==> config.mk <==
export PLATFORM = sky130hd
export DESIGN_NAME = rv32i_core
export DESIGN_NICKNAME = d
export VERILOG_FILES = /design/src/rv32i_pkg.sv /design/src/rv32i_core.sv /design/src/execute_stage.sv /design/src/decode_stage.sv /design/src/forwarding_unit.sv /design/src/register_file.sv
export VERILOG_INCLUDE_DIRS = /design/src /design/src/include
export SDC_FILE = /design/constraint.sdc
export NUM_CORES = 2
export LEC_CHECK = 0
export BUFFER_PORTS_ARGS = -buffer_cell sky130_fd_sc_hd__buf_2
export CORE_MARGIN = 1
export CORE_UTILIZATION = 58
export CTS_CLUSTER_DIAMETER = 80
export DETAILED_ROUTE_END_ITERATION = 10
export PLACE_DENSITY = 0.75
export SLEW_MARGIN = 40
export SYNTH_ARGS = -nofsm -noshare
export SYNTH_HDL_FRONTEND = slang
export SYNTH_SLANG_ARGS = --single-unit
==> constraint.sdc <==
create_clock -name clk -period 5.23 [get_ports clk]
set_input_delay 0.2615 -clock clk [delete_from_list [all_inputs] [get_ports clk]]
set_output_delay 0.2615 -clock clk [all_outputs]
set_load 0.05 [all_outputs]
==> src/include/rv32i_defines.svh <==
// Widths, opcodes and funct codes of the RV32I pipeline, included by the package and the stages
`ifndef RV32I_DEFINES_SVH
`define RV32I_DEFINES_SVH

// ------------------------------------------------------------------
// Widths
// ------------------------------------------------------------------
`define RV_XLEN        32
`define RV_REG_ADDR_W  5
`define RV_NUM_REGS    32

// ------------------------------------------------------------------
// Opcodes of the supported instruction classes
// ------------------------------------------------------------------
`define RV_OPC_OP      7'b011_0011
`define RV_OPC_OP_IMM  7'b001_0011
`define RV_OPC_LUI     7'b011_0111

// ------------------------------------------------------------------
// funct3 values, shared by register and immediate forms
// ------------------------------------------------------------------
`define RV_F3_ADD_SUB  3'b000
`define RV_F3_SLL      3'b001
`define RV_F3_SLT      3'b010
`define RV_F3_SLTU     3'b011
`define RV_F3_XOR      3'b100
`define RV_F3_SR       3'b101
`define RV_F3_OR       3'b110
`define RV_F3_AND      3'b111

// Selects SUB over ADD and SRA over SRL
`define RV_F7_ALT      7'b010_0000

`endif
==> src/rv32i_pkg.sv <==
// Shared data, register index and ALU operation types, imported by the pipeline stages
`include "rv32i_defines.svh"

package rv32i_pkg;

    // ------------------------------------------------------------------
    // Datapath types
    // ------------------------------------------------------------------

    // One register or ALU word
    typedef logic [`RV_XLEN-1:0] word_t;

    // Register file index, x0 to x31
    typedef logic [`RV_REG_ADDR_W-1:0] reg_addr_t;

    // ------------------------------------------------------------------
    // ALU operations
    // ------------------------------------------------------------------
    typedef enum logic [3:0] {
        ALU_ADD    = 4'd0,
        ALU_SUB    = 4'd1,
        ALU_SLL    = 4'd2,
        ALU_SLT    = 4'd3,
        ALU_SLTU   = 4'd4,
        ALU_XOR    = 4'd5,
        ALU_SRL    = 4'd6,
        ALU_SRA    = 4'd7,
        ALU_OR     = 4'd8,
        ALU_AND    = 4'd9,
        // Second operand straight through, for LUI
        ALU_PASS_B = 4'd10
    } alu_op_t;

endpackage

==> src/rv32i_core.sv <==
// Top of the RV32I pipeline, connects decode, register file, forwarding and execute
`timescale 1ns/1ns

module rv32i_core (
    input  logic                 clk,
    input  logic                 reset,
    input  rv32i_pkg::word_t     inst,
    input  logic                 inst_valid,

    // Observability
    output logic                 wb_valid,
    output rv32i_pkg::reg_addr_t wb_rd,
    output rv32i_pkg::word_t     wb_result,
    output rv32i_pkg::word_t     ex_result
);
    import rv32i_pkg::*;

    // ------------------------------------------------------------------
    // Register file read path
    // ------------------------------------------------------------------
    reg_addr_t rs1_addr;
    reg_addr_t rs2_addr;
    word_t     rs1_data;
    word_t     rs2_data;

    // ------------------------------------------------------------------
    // ID/EX outputs
    // ------------------------------------------------------------------
    logic      id_ex_valid;
    reg_addr_t id_rs1;
    reg_addr_t id_rs2;
    reg_addr_t id_rd;
    word_t     id_rs1_data;
    word_t     id_rs2_data;
    word_t     id_imm;
    alu_op_t   id_alu_op;
    logic      id_use_imm;

    // Forwarded operands
    word_t     op_a;
    word_t     op_b;

    decode_stage decode_inst (
        .clk(clk),
        .reset(reset),
        .inst(inst),
        .inst_valid(inst_valid),
        .rs1_addr(rs1_addr),
        .rs2_addr(rs2_addr),
        .rs1_data(rs1_data),
        .rs2_data(rs2_data),
        .id_ex_valid(id_ex_valid),
        .id_rs1(id_rs1),
        .id_rs2(id_rs2),
        .id_rd(id_rd),
        .id_rs1_data(id_rs1_data),
        .id_rs2_data(id_rs2_data),
        .id_imm(id_imm),
        .id_alu_op(id_alu_op),
        .id_use_imm(id_use_imm)
    );

    // Written from writeback, read by the instruction in decode
    register_file register_file_inst (
        .clk(clk),
        .reset(reset),
        .rs1_addr(rs1_addr),
        .rs2_addr(rs2_addr),
        .rs1_data(rs1_data),
        .rs2_data(rs2_data),
        .wr_en(wb_valid),
        .wr_addr(wb_rd),
        .wr_data(wb_result)
    );

    forwarding_unit forwarding_inst (
        .rs1(id_rs1),
        .rs2(id_rs2),
        .rs1_data(id_rs1_data),
        .rs2_data(id_rs2_data),
        .wb_valid(wb_valid),
        .wb_rd(wb_rd),
        .wb_result(wb_result),
        .op_a(op_a),
        .op_b(op_b)
    );

    execute_stage execute_inst (
        .clk(clk),
        .reset(reset),
        .id_ex_valid(id_ex_valid),
        .id_rd(id_rd),
        .op_a(op_a),
        .op_b(op_b),
        .id_imm(id_imm),
        .id_alu_op(id_alu_op),
        .id_use_imm(id_use_imm),
        .ex_result(ex_result),
        .wb_valid(wb_valid),
        .wb_rd(wb_rd),
        .wb_result(wb_result)
    );

endmodule

==> src/execute_stage.sv <==
// Execute stage, second operand select and ALU, with the EX/WB register feeding writeback
`timescale 1ns/1ns

module execute_stage (
    input  logic                 clk,
    input  logic                 reset,
    input  logic                 id_ex_valid,
    input  rv32i_pkg::reg_addr_t id_rd,
    input  rv32i_pkg::word_t     op_a,
    input  rv32i_pkg::word_t     op_b,
    input  rv32i_pkg::word_t     id_imm,
    input  rv32i_pkg::alu_op_t   id_alu_op,
    input  logic                 id_use_imm,
    output rv32i_pkg::word_t     ex_result,
    output logic                 wb_valid,
    output rv32i_pkg::reg_addr_t wb_rd,
    output rv32i_pkg::word_t     wb_result
);
    import rv32i_pkg::*;

    word_t      alu_b;
    logic [4:0] shamt;

    // ------------------------------------------------------------------
    // Operand select
    // ------------------------------------------------------------------

    // Immediate replaces rs2 for OP_IMM and LUI
    assign alu_b = id_use_imm ? id_imm : op_b;
    // Shifts only look at the low five bits
    assign shamt = alu_b[4:0];

    // ------------------------------------------------------------------
    // ALU
    // ------------------------------------------------------------------
    always_comb begin
        case (id_alu_op)
            ALU_ADD:
                ex_result = op_a + alu_b;
            ALU_SUB:
                ex_result = op_a - alu_b;
            ALU_SLL:
                ex_result = op_a << shamt;
            // Signed compare
            ALU_SLT:
                ex_result = {31'b0, $signed(op_a) < $signed(alu_b)};
            // Unsigned compare
            ALU_SLTU:
                ex_result = {31'b0, op_a < alu_b};
            ALU_XOR:
                ex_result = op_a ^ alu_b;
            ALU_SRL:
                ex_result = op_a >> shamt;
            ALU_SRA:
                ex_result = $unsigned($signed(op_a) >>> shamt);
            ALU_OR:
                ex_result = op_a | alu_b;
            ALU_AND:
                ex_result = op_a & alu_b;
            ALU_PASS_B:
                ex_result = alu_b;
            default:
                ex_result = '0;
        endcase
    end

    // ------------------------------------------------------------------
    // EX/WB register
    // ------------------------------------------------------------------
    always_ff @(posedge clk) begin
        if (reset)
            wb_valid <= 1'b0;
        else
            wb_valid <= id_ex_valid;
    end

    always_ff @(posedge clk) begin
        wb_rd     <= id_rd;
        wb_result <= ex_result;
    end

endmodule

==> src/decode_stage.sv <==
// Decode stage, splits the instruction, builds immediate and ALU op, and holds the ID/EX register
`timescale 1ns/1ns
`include "rv32i_defines.svh"

module decode_stage (
    input  logic                 clk,
    input  logic                 reset,
    input  rv32i_pkg::word_t     inst,
    input  logic                 inst_valid,
    output rv32i_pkg::reg_addr_t rs1_addr,
    output rv32i_pkg::reg_addr_t rs2_addr,
    input  rv32i_pkg::word_t     rs1_data,
    input  rv32i_pkg::word_t     rs2_data,
    output logic                 id_ex_valid,
    output rv32i_pkg::reg_addr_t id_rs1,
    output rv32i_pkg::reg_addr_t id_rs2,
    output rv32i_pkg::reg_addr_t id_rd,
    output rv32i_pkg::word_t     id_rs1_data,
    output rv32i_pkg::word_t     id_rs2_data,
    output rv32i_pkg::word_t     id_imm,
    output rv32i_pkg::alu_op_t   id_alu_op,
    output logic                 id_use_imm
);
    import rv32i_pkg::*;

    // Instruction fields
    logic [6:0] opcode;
    logic [2:0] funct3;
    logic [6:0] funct7;
    reg_addr_t  rd;
    word_t      imm_i;
    word_t      imm_u;

    // Decoded controls
    alu_op_t    dec_op;
    word_t      dec_imm;
    logic       dec_use_imm;
    logic       dec_ok;

    // funct3 to ALU op, alt picks SUB or SRA
    function automatic alu_op_t op_from_funct3(input logic [2:0] f3, input logic alt);
        case (f3)
            `RV_F3_ADD_SUB: return alt ? ALU_SUB : ALU_ADD;
            `RV_F3_SLL:     return ALU_SLL;
            `RV_F3_SLT:     return ALU_SLT;
            `RV_F3_SLTU:    return ALU_SLTU;
            `RV_F3_XOR:     return ALU_XOR;
            `RV_F3_SR:      return alt ? ALU_SRA : ALU_SRL;
            `RV_F3_OR:      return ALU_OR;
            default:        return ALU_AND;
        endcase
    endfunction

    // ------------------------------------------------------------------
    // Field split and immediates
    // ------------------------------------------------------------------
    assign opcode   = inst[6:0];
    assign rd       = inst[11:7];
    assign funct3   = inst[14:12];
    assign rs1_addr = inst[19:15];
    assign rs2_addr = inst[24:20];
    assign funct7   = inst[31:25];

    // Sign-extended I immediate, low five bits double as shamt
    assign imm_i = {{20{inst[31]}}, inst[31:20]};
    // U immediate with zero low bits
    assign imm_u = {inst[31:12], 12'b0};

    // ------------------------------------------------------------------
    // Control decode
    // ------------------------------------------------------------------
    always_comb begin
        dec_op      = ALU_ADD;
        dec_imm     = imm_i;
        dec_use_imm = 1'b0;
        dec_ok      = 1'b0;
        case (opcode)
            `RV_OPC_OP: begin
                // Alternate funct7 only legal for SUB and SRA
                dec_ok = (funct7 == '0) ||
                         ((funct7 == `RV_F7_ALT) &&
                          ((funct3 == `RV_F3_ADD_SUB) || (funct3 == `RV_F3_SR)));
                dec_op = op_from_funct3(funct3, funct7 == `RV_F7_ALT);
            end
            `RV_OPC_OP_IMM: begin
                dec_use_imm = 1'b1;
                dec_ok      = 1'b1;
                // Shift kind from funct7, other ops ignore it
                if (funct3 == `RV_F3_SLL)
                    dec_ok = (funct7 == '0);
                if (funct3 == `RV_F3_SR)
                    dec_ok = (funct7 == '0) || (funct7 == `RV_F7_ALT);
                dec_op = op_from_funct3(funct3,
                                        (funct3 == `RV_F3_SR) && (funct7 == `RV_F7_ALT));
            end
            `RV_OPC_LUI: begin
                dec_op      = ALU_PASS_B;
                dec_imm     = imm_u;
                dec_use_imm = 1'b1;
                dec_ok      = 1'b1;
            end
            default: begin
                // Unsupported opcode never retires
                dec_ok = 1'b0;
            end
        endcase
    end

    // ------------------------------------------------------------------
    // ID/EX register
    // ------------------------------------------------------------------
    always_ff @(posedge clk) begin
        if (reset)
            id_ex_valid <= 1'b0;
        else
            id_ex_valid <= inst_valid && dec_ok;
    end

    always_ff @(posedge clk) begin
        id_rs1      <= rs1_addr;
        id_rs2      <= rs2_addr;
        id_rd       <= rd;
        id_rs1_data <= rs1_data;
        id_rs2_data <= rs2_data;
        id_imm      <= dec_imm;
        id_alu_op   <= dec_op;
        id_use_imm  <= dec_use_imm;
    end

endmodule

==> src/forwarding_unit.sv <==
// Operand forwarding from writeback into execute, sits beside the register file in the core
`timescale 1ns/1ns

module forwarding_unit (
    input  rv32i_pkg::reg_addr_t rs1,
    input  rv32i_pkg::reg_addr_t rs2,
    input  rv32i_pkg::word_t     rs1_data,
    input  rv32i_pkg::word_t     rs2_data,
    input  logic                 wb_valid,
    input  rv32i_pkg::reg_addr_t wb_rd,
    input  rv32i_pkg::word_t     wb_result,
    output rv32i_pkg::word_t     op_a,
    output rv32i_pkg::word_t     op_b
);
    import rv32i_pkg::*;

    // Operand select
    // Writeback result when it targets this source, x0 never forwards
    function automatic word_t pick(input reg_addr_t src, input word_t reg_val);
        logic hit;
        hit = wb_valid && (wb_rd == src) && (src != '0);
        return hit ? wb_result : reg_val;
    endfunction

    // ------------------------------------------------------------------
    // Operands for execute
    // ------------------------------------------------------------------

    // Value captured in ID/EX is stale by one instruction at most
    always_comb begin
        op_a = pick(rs1, rs1_data);
        op_b = pick(rs2, rs2_data);
    end

endmodule

==> src/register_file.sv <==
// 32-entry register file with two combinational reads and a write-through bypass, used by the core
`timescale 1ns/1ns
`include "rv32i_defines.svh"

module register_file (
    input  logic                 clk,
    input  logic                 reset,
    input  rv32i_pkg::reg_addr_t rs1_addr,
    input  rv32i_pkg::reg_addr_t rs2_addr,
    output rv32i_pkg::word_t     rs1_data,
    output rv32i_pkg::word_t     rs2_data,
    input  logic                 wr_en,
    input  rv32i_pkg::reg_addr_t wr_addr,
    input  rv32i_pkg::word_t     wr_data
);
    import rv32i_pkg::*;

    word_t regs [`RV_NUM_REGS];

    // Read port logic
    // x0 is hard zero, a write in flight to the same index wins
    function automatic word_t read_port(input reg_addr_t addr);
        if (addr == '0)
            return '0;
        else if (wr_en && (wr_addr == addr))
            return wr_data;
        else
            return regs[addr];
    endfunction

    // ------------------------------------------------------------------
    // Write port
    // ------------------------------------------------------------------
    always_ff @(posedge clk) begin
        if (reset) begin
            for (int i = 0; i < `RV_NUM_REGS; i++) begin
                regs[i] <= '0;
            end
        end else if (wr_en && (wr_addr != '0)) begin
            // Writes to x0 are dropped
            regs[wr_addr] <= wr_data;
        end
    end

    always_comb begin
        rs1_data = read_port(rs1_addr);
        rs2_data = read_port(rs2_addr);
    end

endmodule

==> impl_metrics.json <==
{
  "status": "finished with violations",
  "violations": "setup timing",
  "period_share": 1.12,
  "cp-start-kind": "flop",
  "critical_path_required_ns": 4.97,
  "r2r_slack_ns": 0.43,
  "grt.total_usage": 0.446,
  "postSynthCellCount": 5128,
  "drt_iter0_markers": 8143,
  "multi_input_comb_area_sq_mm": 0.0343,
  "worst_slew_pin_slew_ns": 0.923,
  "timing.rr.start": "execute_inst.wb_rd[3]",
  "crit_fanout": 7,
  "grt_pass1_vias": 50500,
  "die_area_sq_mm": 0.119,
  "netlist_area_sq_mm": 0.0684,
  "synth-async-reset-ratio": 0,
  "antenna_found_initial": 19,
  "grt_pass1_wl_um": 373000,
  "dr.pass1.iters": 6,
  "final-max-slew-violation-count": 0,
  "worst_setup_path_end_kind": "output port",
  "relSlewSlack": 0.385,
  "row_count": 125,
  "final_common_cell": "edfxtp_1",
  "ir_drop_mv": 0.354,
  "yosys.area_share.simple": 0.134,
  "seq_area_sq_mm": 0.0339,
  "ioPinCount": 105,
  "synth_top_family_by_area": "multiplexers",
  "die_x_um": 345,
  "placed_area_sq_mm": 0.0740,
  "gp_congestion": 1.08,
  "stdcell_area_sq_mm": 0.0810,
  "layout_common_cells": "1024 x edfxtp_1, 964 x and2_1, 643 x mux4_2, 556 x buf_4, 196 x mux2i_1",
  "ant_nets": 0,
  "synthMuxAreaShare": 0.248,
  "syn_area_per_cell_sq_um": 13.3,
  "synth_edf_count": 1024,
  "finClkSkew_ns": 0.0509,
  "layout.nets": 5683,
  "clkLatencyLatePin_ns": 0.79,
  "cp_common_cell": "o21ai_1",
  "setup_slack_ns": -0.608,
  "cts_buffer_depth": 3,
  "synth.ff_latch_count": 1179,
  "core_area_sq_mm": 0.117,
  "finalSetupViolCount": 30,
  "final_util": 0.695,
  "cellPowerDensity_mw_per_mm2": 373,
  "h-tree-depth": 4,
  "ys_types": 86,
  "hold_class": "in2reg",
  "period_needed_ns": 5.84,
  "p_leak_uw": 0.0305,
  "fmax_mhz": 171,
  "cts_tree": "built",
  "grt-ovfl-total": 0,
  "initial_core_util": 0.587,
  "drt-total-wl_um": 266000,
  "max_stage_delay_ns": 0.56,
  "numClockSinks": 1179,
  "synth_ff_type": "edfxtp_1",
  "vias_per_cell": 7.17,
  "cp.arrival_ns": 5.58,
  "vias": 51400,
  "dp_hpwl_um": 174000,
  "hold_start": "inst[21]",
  "synth_adder_area_share": 0.0187,
  "areaGrowthSynthToFinish_pct": 18.4,
  "critPathKind": "reg2out",
  "totalPowerFinal_uw": 30200,
  "reg2reg_to": "execute_inst.wb_result[8]",
  "root_buffer": "clkbuf_16",
  "synth_compound_area_frac": 0.0648,
  "cts_made_buffers": 131,
  "rsz0062_at_grt": "true",
  "drv_cap": 0,
  "r2r_cells": 24,
  "drive_gt1_frac": 0.342,
  "detail_route.wl_per_cell_um": 37.1,
  "cp_slowest_cell": "or4_4",
  "finalHoldViolCount": 0,
  "route.detailed.drc": 0,
  "die_y_um": 345,
  "synthXorXnorAreaFrac": 0.00474,
  "hold_depth": 2,
  "critical_path.cell_chain": "xor2_2 > or4_4 > nor2_4 > buf_12 > mux2i_1 > o21ai_1 > buf_4 > ha_4 > nand2b_4 > a21o_1 > a21oi_2 > o311a_1 > or3_4 > a211o_4 > a21oi_4 > buf_6 > nor2_1 > o21ai_1 > o2111ai_2 > a311o_2 > buf_8",
  "io_buffers": 104,
  "whs_endpoint": "decode_inst.id_rs2[1]",
  "grt_max_degree": 91,
  "clk_pin_slew_ns": 0.06,
  "yosysSeqAreaShare": 0.495,
  "yosysWarnings": 0,
  "fillCellCount": 7869
}
report_power, final:
| group | switching [uW] | internal, uW |
|---|---|---|
| logic | 6400 | 3590 |
| registers | 449 | 10700 |
| clock network | 3950 | 5100 |
flip-flops by register name (all words and copies together), names as in the netlist:
register and flops:
register_file_inst.regs 1024, decode_inst.id_imm 32, decode_inst.id_rs1_data 32, decode_inst.id_rs2_data 32
execute_inst.wb_result 32, decode_inst.id_rd 5, decode_inst.id_rs1 5, decode_inst.id_rs2 5
execute_inst.wb_rd 5, decode_inst.id_alu_op 4, decode_inst.id_ex_valid 1, decode_inst.id_use_imm 1
execute_inst.wb_valid 1
repair_timing:
| action | CTS | global route |
|---|---|---|
| gates resized for setup | 337 | 111 |
| buffers inserted | 65 | 23 |
| cloned | 4 | 0 |
| endpoints found under the hold margin | 41 | 0 |
| hold buffers | 28 | 0 |
| pin swaps | 100 | 70 |
| endpoints found under the setup margin | 32 | 32 |
cell families after synthesis:
logic type / Yosys count
compound gates: 663
xor+xnor: 37
fa+ha+maj: 101
buf+inv: 600
flops: 1179
mux: 889
other cells: 1
simple gates: 1658
worst max-delay path: cells and delay by family (launching register included):
family / cells / cell delay (ns)
buffers and inverters: 4 / 0.64
XOR/XNOR: 1 / 0.15
flip-flops: 1 / 0.36
adder cells (fa/ha/maj): 1 / 0.28
multiplexers: 1 / 0.22
AND/OR/NAND/NOR: 5 / 1.22
AO/OA/AOI/OAI: 9 / 1.91
metrics by stage:
| step | setup TNS, ns | hold slack [ns] | std cells | setup WS (ns) |
|---|---|---|---|---|
| after floorplan | -1.38 | 0.289 | 5159 | -0.432 |
| after detailed placement | -1.22 | 0.391 | 6834 | -0.216 |
| after global placement | -0.597 | 0.392 | 6828 | -0.132 |
| after global routing | -12.90 | 0.0900 | 7172 | -0.734 |
| final | -8.73 | 0.0778 | 7173 | -0.608 |
| after CTS | -8.78 | 0.0582 | 7158 | -0.570 |
layer usage:
| metal | wire length, um | track usage | share of wire |
|---|---|---|---|
| met1 | 90400 | 0.574 | 0.34 |
| met2 | 119000 | 0.670 | 0.45 |
| met3 | 35900 | 0.117 | 0.13 |
| met4 | 21000 | 0.299 | 0.079 |
| met5 | 102 | 0 | 0.00038 |
cell type report:
cell class | count | share of cell area
multi-input combinational | 3380 | 0.423
sequential | 1179 | 0.418
timing repair buffer | 752 | 0.0787
clock buffer | 173 | 0.0451
tap | 1524 | 0.0235
clock inverter | 60 | 0.00635
inverter | 103 | 0.00496
antenna | 2 | 0.0000618
cell usage after synthesis, drive strengths merged (42+ instances only):
library cell	instances	area, sq um
ha	99	1240
o21ai	155	776
mux2i	222	2220
nor3	70	350
a211oi	85	638
clkbuf	402	1510
a21o	42	315
nand2	204	766
a21oi	133	666
inv	101	379
dfxtp	155	3100
edfxtp	1024	30700
and2	964	6030
mux4	643	14500
nor2	240	901
buf	95	447
how the worst max path moves through the flow:
stage / startpoint / end
floorplan: execute_inst.wb_rd[1] / ex_result[20]
CTS: execute_inst.wb_rd[4] / ex_result[29]
finish: execute_inst.wb_rd[4] / ex_result[30]
detailed placement: execute_inst.wb_rd[2] / ex_result[29]
global placement: execute_inst.wb_rd[2] / ex_result[30]
global route: execute_inst.wb_rd[3] / ex_result[30]
Note: power is estimated with default switching activity, not from simulation.
